## src/gomoku_pkg.sv

```systemverilog
package gomoku_pkg;

    // side of the square board.
    localparam int BOARD_N = 15;

    // cycles from the start edge to the finish edge.
    localparam int EVAL_LATENCY = 16;

    typedef enum logic [1:0] {
        CELL_BLACK = 2'd0,
        CELL_WHITE = 2'd1,
        CELL_EMPTY = 2'd2
    } cell_t;

    // flat view indexed row * BOARD_N + column; rows view indexed [row][column].
    typedef union packed {
        cell_t [BOARD_N*BOARD_N-1:0]     cells;
        cell_t [BOARD_N-1:0][BOARD_N-1:0] rows;
    } board_u;

    // one column, element 0 is the top row.
    typedef cell_t [BOARD_N-1:0] line_t;

    typedef struct packed {
        logic  valid;
        logic  first;  // column 0.
        logic  last;   // last column.
        line_t line;
    } line_beat_t;

    typedef struct packed {
        logic [3:0] five;
        logic [3:0] open_four;
        logic [3:0] blocked_four;
        logic [3:0] open_three;
        logic [3:0] open_two;
    } pattern_counts_t;

    typedef struct packed {
        logic            valid;
        logic            first;
        logic            last;
        pattern_counts_t counts;
    } count_beat_t;

    typedef logic signed [31:0] score_t;

    // pattern weights.
    localparam score_t W_FIVE         = 32'sd1000000;
    localparam score_t W_OPEN_FOUR    = 32'sd100000;
    localparam score_t W_BLOCKED_FOUR = 32'sd10000;
    localparam score_t W_OPEN_THREE   = 32'sd1000;
    localparam score_t W_OPEN_TWO     = 32'sd100;

endpackage
```

## src/board_eval.sv

```systemverilog
`timescale 1ns/1ps

module board_eval
    import gomoku_pkg::*;
#(
    parameter int BOARD_N = gomoku_pkg::BOARD_N
) (
    input  logic   i_clk,
    input  logic   i_rst_n,
    input  logic   i_start,
    input  board_u i_board,
    output score_t o_score,
    output logic   o_finish
);

    line_beat_t  line_beat;
    count_beat_t black_beat;
    count_beat_t white_beat;

    eval_ctrl #(
        .BOARD_N (BOARD_N)
    ) u_ctrl (
        .i_clk   (i_clk),
        .i_rst_n (i_rst_n),
        .i_start (i_start),
        .i_board (i_board),
        .o_line  (line_beat)
    );

    // one matcher per player on the same column.
    line_matcher #(
        .BOARD_N (BOARD_N),
        .PLAYER  (CELL_BLACK)
    ) u_black (
        .i_clk    (i_clk),
        .i_rst_n  (i_rst_n),
        .i_line   (line_beat),
        .o_counts (black_beat)
    );

    line_matcher #(
        .BOARD_N (BOARD_N),
        .PLAYER  (CELL_WHITE)
    ) u_white (
        .i_clk    (i_clk),
        .i_rst_n  (i_rst_n),
        .i_line   (line_beat),
        .o_counts (white_beat)
    );

    score_accum u_accum (
        .i_clk    (i_clk),
        .i_rst_n  (i_rst_n),
        .i_black  (black_beat),
        .i_white  (white_beat),
        .o_score  (o_score),
        .o_finish (o_finish)
    );

endmodule

```

## src/score_accum.sv

```systemverilog
`timescale 1ns/1ps

module score_accum
    import gomoku_pkg::*;
(
    input  logic        i_clk,
    input  logic        i_rst_n,
    input  count_beat_t i_black,
    input  count_beat_t i_white,
    output score_t      o_score,
    output logic        o_finish
);

    score_t black_sum;
    score_t white_sum;
    score_t black_next;
    score_t white_next;

    function automatic score_t weigh(pattern_counts_t c);
        score_t s;
        s = score_t'(c.five) * W_FIVE
          + score_t'(c.open_four) * W_OPEN_FOUR
          + score_t'(c.blocked_four) * W_BLOCKED_FOUR
          + score_t'(c.open_three) * W_OPEN_THREE
          + score_t'(c.open_two) * W_OPEN_TWO;
        return s;
    endfunction

    // matcher beats are aligned, marks come from the black side.
    always_comb begin
        black_next = (i_black.first ? '0 : black_sum) + weigh(i_black.counts);
        white_next = (i_black.first ? '0 : white_sum) + weigh(i_white.counts);
    end

    always_ff @(posedge i_clk) begin
        if (i_black.valid) begin
            black_sum <= black_next;
            white_sum <= white_next;
        end
    end

    always_ff @(posedge i_clk) begin
        if (!i_rst_n) begin
            o_score  <= '0;
            o_finish <= 1'b0;
        end else begin
            o_finish <= i_black.valid && i_black.last;
            if (i_black.valid && i_black.last) begin
                o_score <= black_next - white_next;  // black minus white.
            end
        end
    end

endmodule

```

## src/line_matcher.sv

```systemverilog
`timescale 1ns/1ps

module line_matcher
    import gomoku_pkg::*;
#(
    parameter int    BOARD_N = gomoku_pkg::BOARD_N,
    parameter cell_t PLAYER  = CELL_BLACK
) (
    input  logic        i_clk,
    input  logic        i_rst_n,
    input  line_beat_t  i_line,
    output count_beat_t o_counts
);

    localparam cell_t OPPONENT = (PLAYER == CELL_BLACK) ? CELL_WHITE : CELL_BLACK;

    logic [BOARD_N-1:0] is_c;  // own stone.
    logic [BOARD_N-1:0] is_o;  // opponent stone.
    logic [BOARD_N-1:0] is_e;  // empty square.

    pattern_counts_t cnt;

    // code 3 sets none of the three flags.
    always_comb begin
        for (int i = 0; i < BOARD_N; i++) begin
            is_c[i] = (i_line.line[i] == PLAYER);
            is_o[i] = (i_line.line[i] == OPPONENT);
            is_e[i] = (i_line.line[i] == CELL_EMPTY);
        end
    end

    // every window is tested, overlaps count separately.
    always_comb begin
        cnt = '0;

        for (int i = 0; i + 5 <= BOARD_N; i++) begin
            if (&is_c[i +: 5]) begin
                cnt.five = cnt.five + 4'd1;
            end
            if (is_e[i] && (&is_c[i+1 +: 3]) && is_e[i+4]) begin
                cnt.open_three = cnt.open_three + 4'd1;
            end
        end

        for (int i = 0; i + 6 <= BOARD_N; i++) begin
            if (is_e[i] && (&is_c[i+1 +: 4]) && is_e[i+5]) begin
                cnt.open_four = cnt.open_four + 4'd1;
            end
            if (is_o[i] && (&is_c[i+1 +: 4]) && is_e[i+5]) begin
                cnt.blocked_four = cnt.blocked_four + 4'd1;  // blocked on top.
            end
            if (is_e[i] && (&is_c[i+1 +: 4]) && is_o[i+5]) begin
                cnt.blocked_four = cnt.blocked_four + 4'd1;  // blocked below.
            end
            if ((&is_e[i +: 2]) && (&is_c[i+2 +: 2]) && (&is_e[i+4 +: 2])) begin
                cnt.open_two = cnt.open_two + 4'd1;
            end
        end
    end

    always_ff @(posedge i_clk) begin
        if (!i_rst_n) begin
            o_counts.valid <= 1'b0;
        end else begin
            o_counts.valid <= i_line.valid;
        end
    end

    // marks and counts follow the beat.
    always_ff @(posedge i_clk) begin
        o_counts.first  <= i_line.first;
        o_counts.last   <= i_line.last;
        o_counts.counts <= cnt;
    end

endmodule

```

## src/eval_ctrl.sv

```systemverilog
`timescale 1ns/1ps

module eval_ctrl
    import gomoku_pkg::*;
#(
    parameter int BOARD_N = gomoku_pkg::BOARD_N
) (
    input  logic       i_clk,
    input  logic       i_rst_n,
    input  logic       i_start,
    input  board_u     i_board,
    output line_beat_t o_line
);

    localparam int CW = $clog2(BOARD_N);
    localparam logic [CW-1:0] LAST_COL = CW'(BOARD_N - 1);

    board_u        board_q;
    logic          busy;
    logic [CW-1:0] col;
    logic          accept;

    // start is honoured only while idle.
    assign accept = i_start && !busy;

    always_ff @(posedge i_clk) begin
        if (!i_rst_n) begin
            busy <= 1'b0;
            col  <= '0;
        end else if (accept) begin
            busy <= 1'b1;
            col  <= '0;
        end else if (busy) begin
            if (col == LAST_COL) begin
                busy <= 1'b0;  // back to idle after the last column.
                col  <= '0;
            end else begin
                col <= col + 1'b1;
            end
        end
    end

    always_ff @(posedge i_clk) begin
        if (accept) begin
            board_q <= i_board;
        end
    end

    // current column out of the latched board, top row first.
    always_comb begin
        o_line.valid = busy;
        o_line.first = (col == '0);
        o_line.last  = (col == LAST_COL);
        for (int r = 0; r < BOARD_N; r++) begin
            o_line.line[r] = board_q.rows[r][col];
        end
    end

endmodule

```

## config.mk

```make
export PLATFORM = sky130hd
export DESIGN_NAME = board_eval
export DESIGN_NICKNAME = d
export VERILOG_FILES = /design/src/gomoku_pkg.sv /design/src/board_eval.sv /design/src/score_accum.sv /design/src/line_matcher.sv /design/src/eval_ctrl.sv
export SDC_FILE = /design/constraint.sdc
export NUM_CORES = 1
export LEC_CHECK = 0
export BUFFER_PORTS_ARGS = -buffer_cell sky130_fd_sc_hd__buf_4
export CELL_PAD_IN_SITES_DETAIL_PLACEMENT = 0
export CELL_PAD_IN_SITES_GLOBAL_PLACEMENT = 1
export CORE_ASPECT_RATIO = 0.7
export CORE_MARGIN = 2
export CORE_UTILIZATION = 40
export DETAILED_ROUTE_END_ITERATION = 12
export HOLD_SLACK_MARGIN = 0.08
export PLACE_DENSITY = 0.67
export SLEW_MARGIN = 25
export SYNTH_ARGS = -nofsm -noshare
export SYNTH_HDL_FRONTEND = slang
export SYNTH_SLANG_ARGS = --single-unit
```

## constraint.sdc

```tcl
create_clock -name i_clk -period 22.8 [get_ports i_clk]
set_clock_uncertainty 0.2 [all_clocks]
set_input_delay 1.14 -clock i_clk [delete_from_list [all_inputs] [get_ports i_clk]]
set_output_delay 1.14 -clock i_clk [all_outputs]
set_load 0.02 [all_outputs]
```

==> results of run 1 <==
layer usage:
layer | part of all wire | up-vias | track usage | routed length [µm]
met1 | 0.50 | 14112 | 0.344 | 60100
met2 | 0.41 | 810 | 0.316 | 49300
met5 | 0.00022 | - | 0 | 27
met4 | 0.020 | 4 | 0.0580 | 2360
met3 | 0.076 | 120 | 0.0641 | 9200
li1 | - | 13883 | - | -
worst max-delay path by stage:
stage | start | endpoint | slack, ns | depth (start not counted)
after floorplan | u_ctrl.col[0] | u_black.o_counts[9] | 10.77 | 68
after global placement | u_ctrl.col[0] | u_black.o_counts[11] | 9.72 | 64
after detailed placement | u_ctrl.col[0] | u_black.o_counts[11] | 9.65 | 64
after CTS | u_ctrl.col[0] | u_black.o_counts[11] | 9.54 | 64
after global routing | u_ctrl.col[0] | u_black.o_counts[11] | 8.15 | 64
final | u_ctrl.col[0] | u_black.o_counts[11] | 9.41 | 64
worst max-delay path: cells and delay by family, from the launching register on:
kind / cells / cell delay [ns]
compound gates: 19 / 3.45
xor+xnor: 8 / 1.36
fa+ha+maj: 9 / 2.45
buf+inv: 6 / 1.53
flops: 1 / 0.45
mux: 2 / 0.86
simple gates: 20 / 2.93
flip-flops by register name, indices dropped and copies added (netlist names):
name / cells
u_accum.black_sum: 32
u_accum.o_finish: 1
u_accum.o_score: 32
u_accum.white_sum: 32
u_black.o_counts: 23
u_ctrl.board_q: 450
u_ctrl.busy: 1
u_ctrl.col: 4
u_white.o_counts: 20
area by class of cell:
type | count | area share
inverters | 373 | 0.0289
diodes | 14 | 0.000719
flip-flops and latches | 595 | 0.350
multi-input cells | 2501 | 0.459
clock buffers | 83 | 0.0362
clock inverters | 36 | 0.00857
well taps | 1350 | 0.0347
repair buffers | 524 | 0.0815
stage by stage:
stage	utilization	total power (W)	setup WS, ns	hold slack [ns]
CTS	0.475	0.00273	9.54	0.255
floorplan	-	0.00152	10.77	0.311
global route	0.476	0.00281	8.15	0.272
detailed placement	0.454	0.00165	9.65	0.248
global placement	0.454	0.00165	9.72	0.243
finish	0.476	0.00270	9.41	0.252
power breakdown:
| group | internal, W | leakage, nW | switching [W] |
|---|---|---|---|
| Clock | 0.000588 | 1.05 | 0.000482 |
| Combinational | 0.000158 | 14.6 | 0.000206 |
| Sequential | 0.00125 | 5.57 | 0.0000184 |
kinds of logic (layout without fill, tap and decap cells):
group / Yosys count / count (layout) / synth area share
xor+xnor: 296 / 296 / 0.0673
fa+ha+maj: 521 / 521 / 0.181
flops: 595 / 595 / 0.412
compound gates: 516 / 516 / 0.0866
buf+inv: 463 / 1016 / 0.0488
mux: 253 / 253 / 0.0929
other cells: 0 / 14 / 0
simple gates: 915 / 915 / 0.112
cell usage in the layout (no fill, tap or decap), types with 17 or more instances in the layout:
master     instances
or2_2             21
a21oi_1          129
a22oi_1           22
nand4_1           27
nor4_1            19
a31oi_1           31
mux4_2            83
nand2_1          248
or2_1             17
mux2i_1           86
fa_1             129
mux2_2            71
ha_1             392
xnor2_1          177
nor2_1           186
xor2_1            97
a21o_1            32
inv_1            370
buf_4            520
nand3_1           64
dfxtp_1           75
and2_1            23
nand2b_1          41
nor3_1            74
nor2b_1           74
o21ai_0           78
o21a_1            20
or3_1             29
clkbuf_16         67
edfxtp_1         514
and3_1            36
==> metrics.cfg, run 1 <==
[status]
outcome = completed

[synth]
synth-warning-count = 0
post-synth-top-count-cell = edfxtp_1
yosysUniqueCellTypes = 106
synthesis.nets = 4533
synth_top_area_cell = edfxtp_1
ys_seq_elements = 595
ys.flop_type = edfxtp_1
synth.area.top_cells = edfxtp_1 37%, ha_1 12%, fa_1 6.2%
syn-instance-count = 3559
netlist_area_um2 = 41400
synth_top_area_frac = 0.373
synth-edff-count = 514
synth-seq-area-share = 0.412
synth_commonest_cells = 514 x edfxtp_1, 392 x ha_1, 371 x inv_1, 248 x nand2_1, 186 x nor2_1
avgSynthCellArea_um2 = 11.6
synthArstFlopShare = 0

[place]
place_inst = 5341
placed_cell_area_um2 = 46500
port_buffers = 485
dp_hpwl_um = 96900
gp_congestion = 0.917

[critical_path]
worstPathArrival_ns = 13.79
end_kind = flip-flop
rrSetupSlack_ns = 9.41
crit_type = reg2reg
critPathSlowestCell = buf_4
crit_fanout = 42
slowest_delay_ns = 0.68
cp.required_ns = 23.20
r2r-end = u_black.o_counts[11]
r2r-start = u_ctrl.col[0]
crit_path_start_kind = flip-flop
ff2ff_path_depth = 64
path_common_cell = nand2_1

[timing]
hold_viol = 0
setup_tns_ns = 0
fin_crit_sh = 0.587
tightest_slew_ns = 1.20
max-slew-margin-rel = 0.194
finalSetupViolCount = 0
drv_slew = 0
rsz0062_at_grt = no
max_freq_mhz = 74.7
period_minus_slack_ns = 13.39

[layout]
nNetsFinal = 5035
fill_cells = 9317
multi_input_area_um2 = 22400
drive_above_1_share = 0.213
final_area_um2 = 48700
area_delta_synth_final_pct = 17.7
layout.area.seq_um2 = 17100
final_cells = 5476

[pwr]
p_per_area_nw_per_um2 = 55.5
p_leak_nw = 21.2
peakVddDrop_mv = 0.0619

[cts]
post_cts.repair.setup_buffers = 0
clock-sinks = 595
cts_made_buffers = 66
cts_root_buf = clkbuf_16
cts_buffer_depth = 3
path_clk_slew_ns = 0.06
h-tree-depth = 3
cts_resized = 0
cts_tree = yes
insertion_delay_ns = 0.68
ctsHoldBuffers = 0

[global_route]
grt_pass1_wl_um = 181000
grt_max_degree = 188
antenna_found_initial = 18
grt_pass1_vias = 28630
grt_overflow = 0
grt_use_total = 0.228

[drt]
num_vias = 28929
antenna_left = 0
drt-pass1-iter-count = 5
avgRoutedWirePerCell_um = 22.1
drc = 0
drt_iter0_drc = 2403
vias_per_cell = 5.28
wl_um = 121000

[floorplan]
initial_core_util = 0.405
die_x_um = 389
rows = 98
pin_count = 486
die-height_um = 273
dieArea_um2 = 106000
core_area_um2 = 102000

[hold_path]
hold_depth = 2
holdPathEnd = u_accum.o_score[31]
hold_class = reg2reg
worstHoldStart = u_accum.o_score[31]

[flow_run]
drv_cap = 0

Note: power is estimated with default switching activity, not from simulation.
==> run 2, diff against run 1 <==
- ABC_AREA: not set -> 1
- PLACE_DENSITY: 0.67 -> 0.7
- clock period: 22.8 -> 12.99 ns (I/O delays scaled with it)
==> metrics.cfg, run 2 <==
[status]
outcome = completed

[place]
port_buffers = 485  ; unchanged
place_inst = 6437  ; +21%
gp_congestion = 0.921  ; +0.40%
dp_hpwl_um = 93700  ; -3.3%

[floorplan]
rows = 98  ; unchanged
die_x_um = 388  ; about the same
initial_core_util = 0.404  ; about the same
die-height_um = 273  ; about the same
pin_count = 486  ; unchanged
dieArea_um2 = 106000  ; -0.19%
core_area_um2 = 102000  ; -0.12%

[synth]
netlist_area_um2 = 41300  ; -0.20%
synthArstFlopShare = 0  ; unchanged
synth-edff-count = 514  ; unchanged
synth_commonest_cells = 1154 x nand2_1, 706 x inv_1, 514 x edfxtp_1, 392 x ha_1, 353 x nor2_1
synth-warning-count = 0  ; unchanged
synth.area.top_cells = edfxtp_1 37%, ha_1 12%, nand2_1 10%
synth_top_area_frac = 0.373  ; +0.000733
post-synth-top-count-cell = nand2_1
syn-instance-count = 4661  ; +31%
yosysUniqueCellTypes = 60  ; -43%
avgSynthCellArea_um2 = 8.87  ; -24%
ys.flop_type = edfxtp_1
synth_top_area_cell = edfxtp_1
ys_seq_elements = 595  ; unchanged
synthesis.nets = 5635  ; +24%
synth-seq-area-share = 0.413  ; +0.000810

[critical_path]
ff2ff_path_depth = 71  ; +11%
crit_path_start_kind = flip-flop
critPathSlowestCell = dfxtp_4
crit_fanout = 31  ; -26%
worstPathArrival_ns = 12.35  ; -1.44 ns
cp.required_ns = 13.32  ; -9.88 ns
rrSetupSlack_ns = 0.97  ; -8.44 ns
r2r-end = u_black.o_counts[9]
path_common_cell = nand2_1
crit_type = reg2reg
slowest_delay_ns = 0.49  ; -0.19 ns
end_kind = flip-flop
r2r-start = u_ctrl.col[0]
crit_start = u_ctrl.col[0]

[cts]
cts_root_buf = clkbuf_16
insertion_delay_ns = 0.66  ; -0.02 ns
clock-sinks = 595  ; unchanged
cts_tree = yes
post_cts.repair.setup_buffers = 0  ; unchanged
path_clk_slew_ns = 0.06  ; about the same
cts_made_buffers = 68  ; +3.0%
h-tree-depth = 3  ; unchanged
cts_buffer_depth = 3  ; unchanged

[flow_run]
drv_cap = 0  ; unchanged

[layout]
fill_cells = 9382  ; +0.70%
final_cell_mix = 1154 x nand2_1, 705 x inv_1, 514 x edfxtp_1, 509 x buf_4, 451 x dlygate4sd3_1
area_delta_synth_final_pct = 28.8
final_cells = 7031  ; +28%
drive_above_1_share = 0.141  ; -0.0722
final_common_cell = nand2_1
nNetsFinal = 6583  ; +31%
largest_reg_flops = 450  ; unchanged
top_register = u_ctrl.board_q

[drt]
maxUsedRoutingLayer = met4
met1_length_um = 62300  ; +3.6%
met3_length_um = 9410  ; +2.4%
wl_um = 125000  ; +3.6%
drt_iter0_drc = 2502  ; +4.1%
vias_per_cell = 4.90  ; -7.2%
drt-pass1-iter-count = 6  ; +1
avgRoutedWirePerCell_um = 17.8  ; -19%
antenna_left = 0  ; unchanged
num_vias = 34478  ; +19%
dr_wl_met2_um = 51400  ; +4.4%
drc = 0  ; unchanged

[hold_path]
hold_class = reg2reg
holdPathEnd = u_accum.o_score[29]
worstHoldStart = u_accum.o_score[29]
hold_depth = 2  ; unchanged

[timing]
rsz0062_at_grt = no
setup_tns_ns = 0  ; unchanged
max_freq_mhz = 83.2  ; +11%
hold_viol = 0  ; unchanged
max-slew-margin-rel = 0.217  ; +0.0226
tightest_slew_ns = 1.17  ; -0.0213 ns
fin_crit_sh = 0.926  ; +0.338
drv_slew = 0  ; unchanged
period_minus_slack_ns = 12.02  ; -1.37 ns
finalSetupViolCount = 0  ; unchanged
hold_slack_ns = 0.331  ; +0.0794 ns

[global_route]
grt_pass1_wl_um = 194000  ; +7.0%
grt_overflow = 0  ; unchanged
grt_max_degree = 171  ; -9.0%
antenna_found_initial = 16  ; -2
grt_use_total = 0.235  ; +0.00730
grt_pass1_vias = 34025  ; +19%

[pwr]
p_per_area_nw_per_um2 = 96.1  ; +73%
peakVddDrop_mv = 0.0908  ; +47%
p_leak_nw = 26.0  ; +22%

==> run 2: cell types whose count changed after synthesis, sizes merged, moves of 40 or more <==
cell	delta
a22oi	+86
nand2	+946
nor2b	-74
mux2i	-85
mux2	-54
xnor2	-94
inv	+373
nand3	+197
nor2	+191
nand2b	-41
o21ai	+40
nand4	+43
mux4	-94
==> run 2: routing by layer <==
layer / vias to the layer above / track usage
met5: - / 0
met4: 0 / 0.0548
met3: 146 / 0.0488
met2: 1042 / 0.340
met1: 16094 / 0.356
li1: 17196 / -
==> run 2: worst max-delay path by stage <==
stage,endpoint,slack [ns],cells after the start
finish,u_black.o_counts[9],0.97,71
global route,u_black.o_counts[9],0.02,71
CTS,u_white.o_counts[9],0.76,67
detailed placement,u_white.o_counts[9],0.83,67
global placement,u_white.o_counts[10],1.02,67
floorplan,u_white.o_counts[10],1.49,75
==> run 2: through the flow <==
| stage | total power, W | worst slack [ns] | area [µm²] | util |
|---|---|---|---|---|
| after CTS | 0.00515 | 0.763 | 53200 | 0.520 |
| after global routing | 0.00534 | 0.0222 | 53300 | 0.521 |
| after detailed placement | 0.00309 | 0.833 | 46500 | 0.454 |
| after global placement | 0.00309 | 1.02 | 46500 | 0.454 |
| after floorplan | 0.00278 | 1.49 | 41400 | - |
| final | 0.00512 | 0.967 | 53300 | 0.521 |
==> run 2: cell families (layout without fill, tap and decap cells) <==
family | after synthesis | after routing | synth area share
simple gates | 2032 | 2033 | 0.211
buf+inv | 840 | 1841 | 0.0805
flops | 595 | 595 | 0.413
fa+ha+maj | 521 | 521 | 0.181
compound gates | 432 | 432 | 0.0625
xor+xnor | 221 | 221 | 0.0468
mux | 20 | 20 | 0.00539
other cells | 0 | 18 | 0
==> run 2: final cells by class <==
type | count | area [µm²] | share of cell area
multi-input combinational | 3227 | 21000 | 0.395
sequential | 595 | 17100 | 0.320
timing repair buffer | 964 | 8410 | 0.158
inverter | 753 | 2840 | 0.0533
clock buffer | 88 | 1830 | 0.0343
tap | 1350 | 1690 | 0.0317
clock inverter | 36 | 369 | 0.00693
antenna | 18 | 45.0 | 0.000846
==> run 2: timing repair <==
action | CTS | global route
resized for setup | 0 | 11
hold endpoints to repair | 454 | 0
hold buffers | 451 | 0
endpoints found under the setup margin | 0 | 6
==> run 2: power by group <==
part           switching, W  total, W  internal (W)
clock              0.000843   0.00194       0.00109
sequential        0.0000407   0.00224       0.00220
combinational      0.000556  0.000938      0.000382
total               0.00144   0.00512       0.00368
==> run 2: critical path, delay by kind of cell, from the launching register on <==
family          cells  cell delay [ns]
compound gates      5             0.72
xor+xnor            3             0.50
fa+ha+maj          10             2.73
buf+inv             8             1.07
flops               1             0.49
simple gates       45             6.14
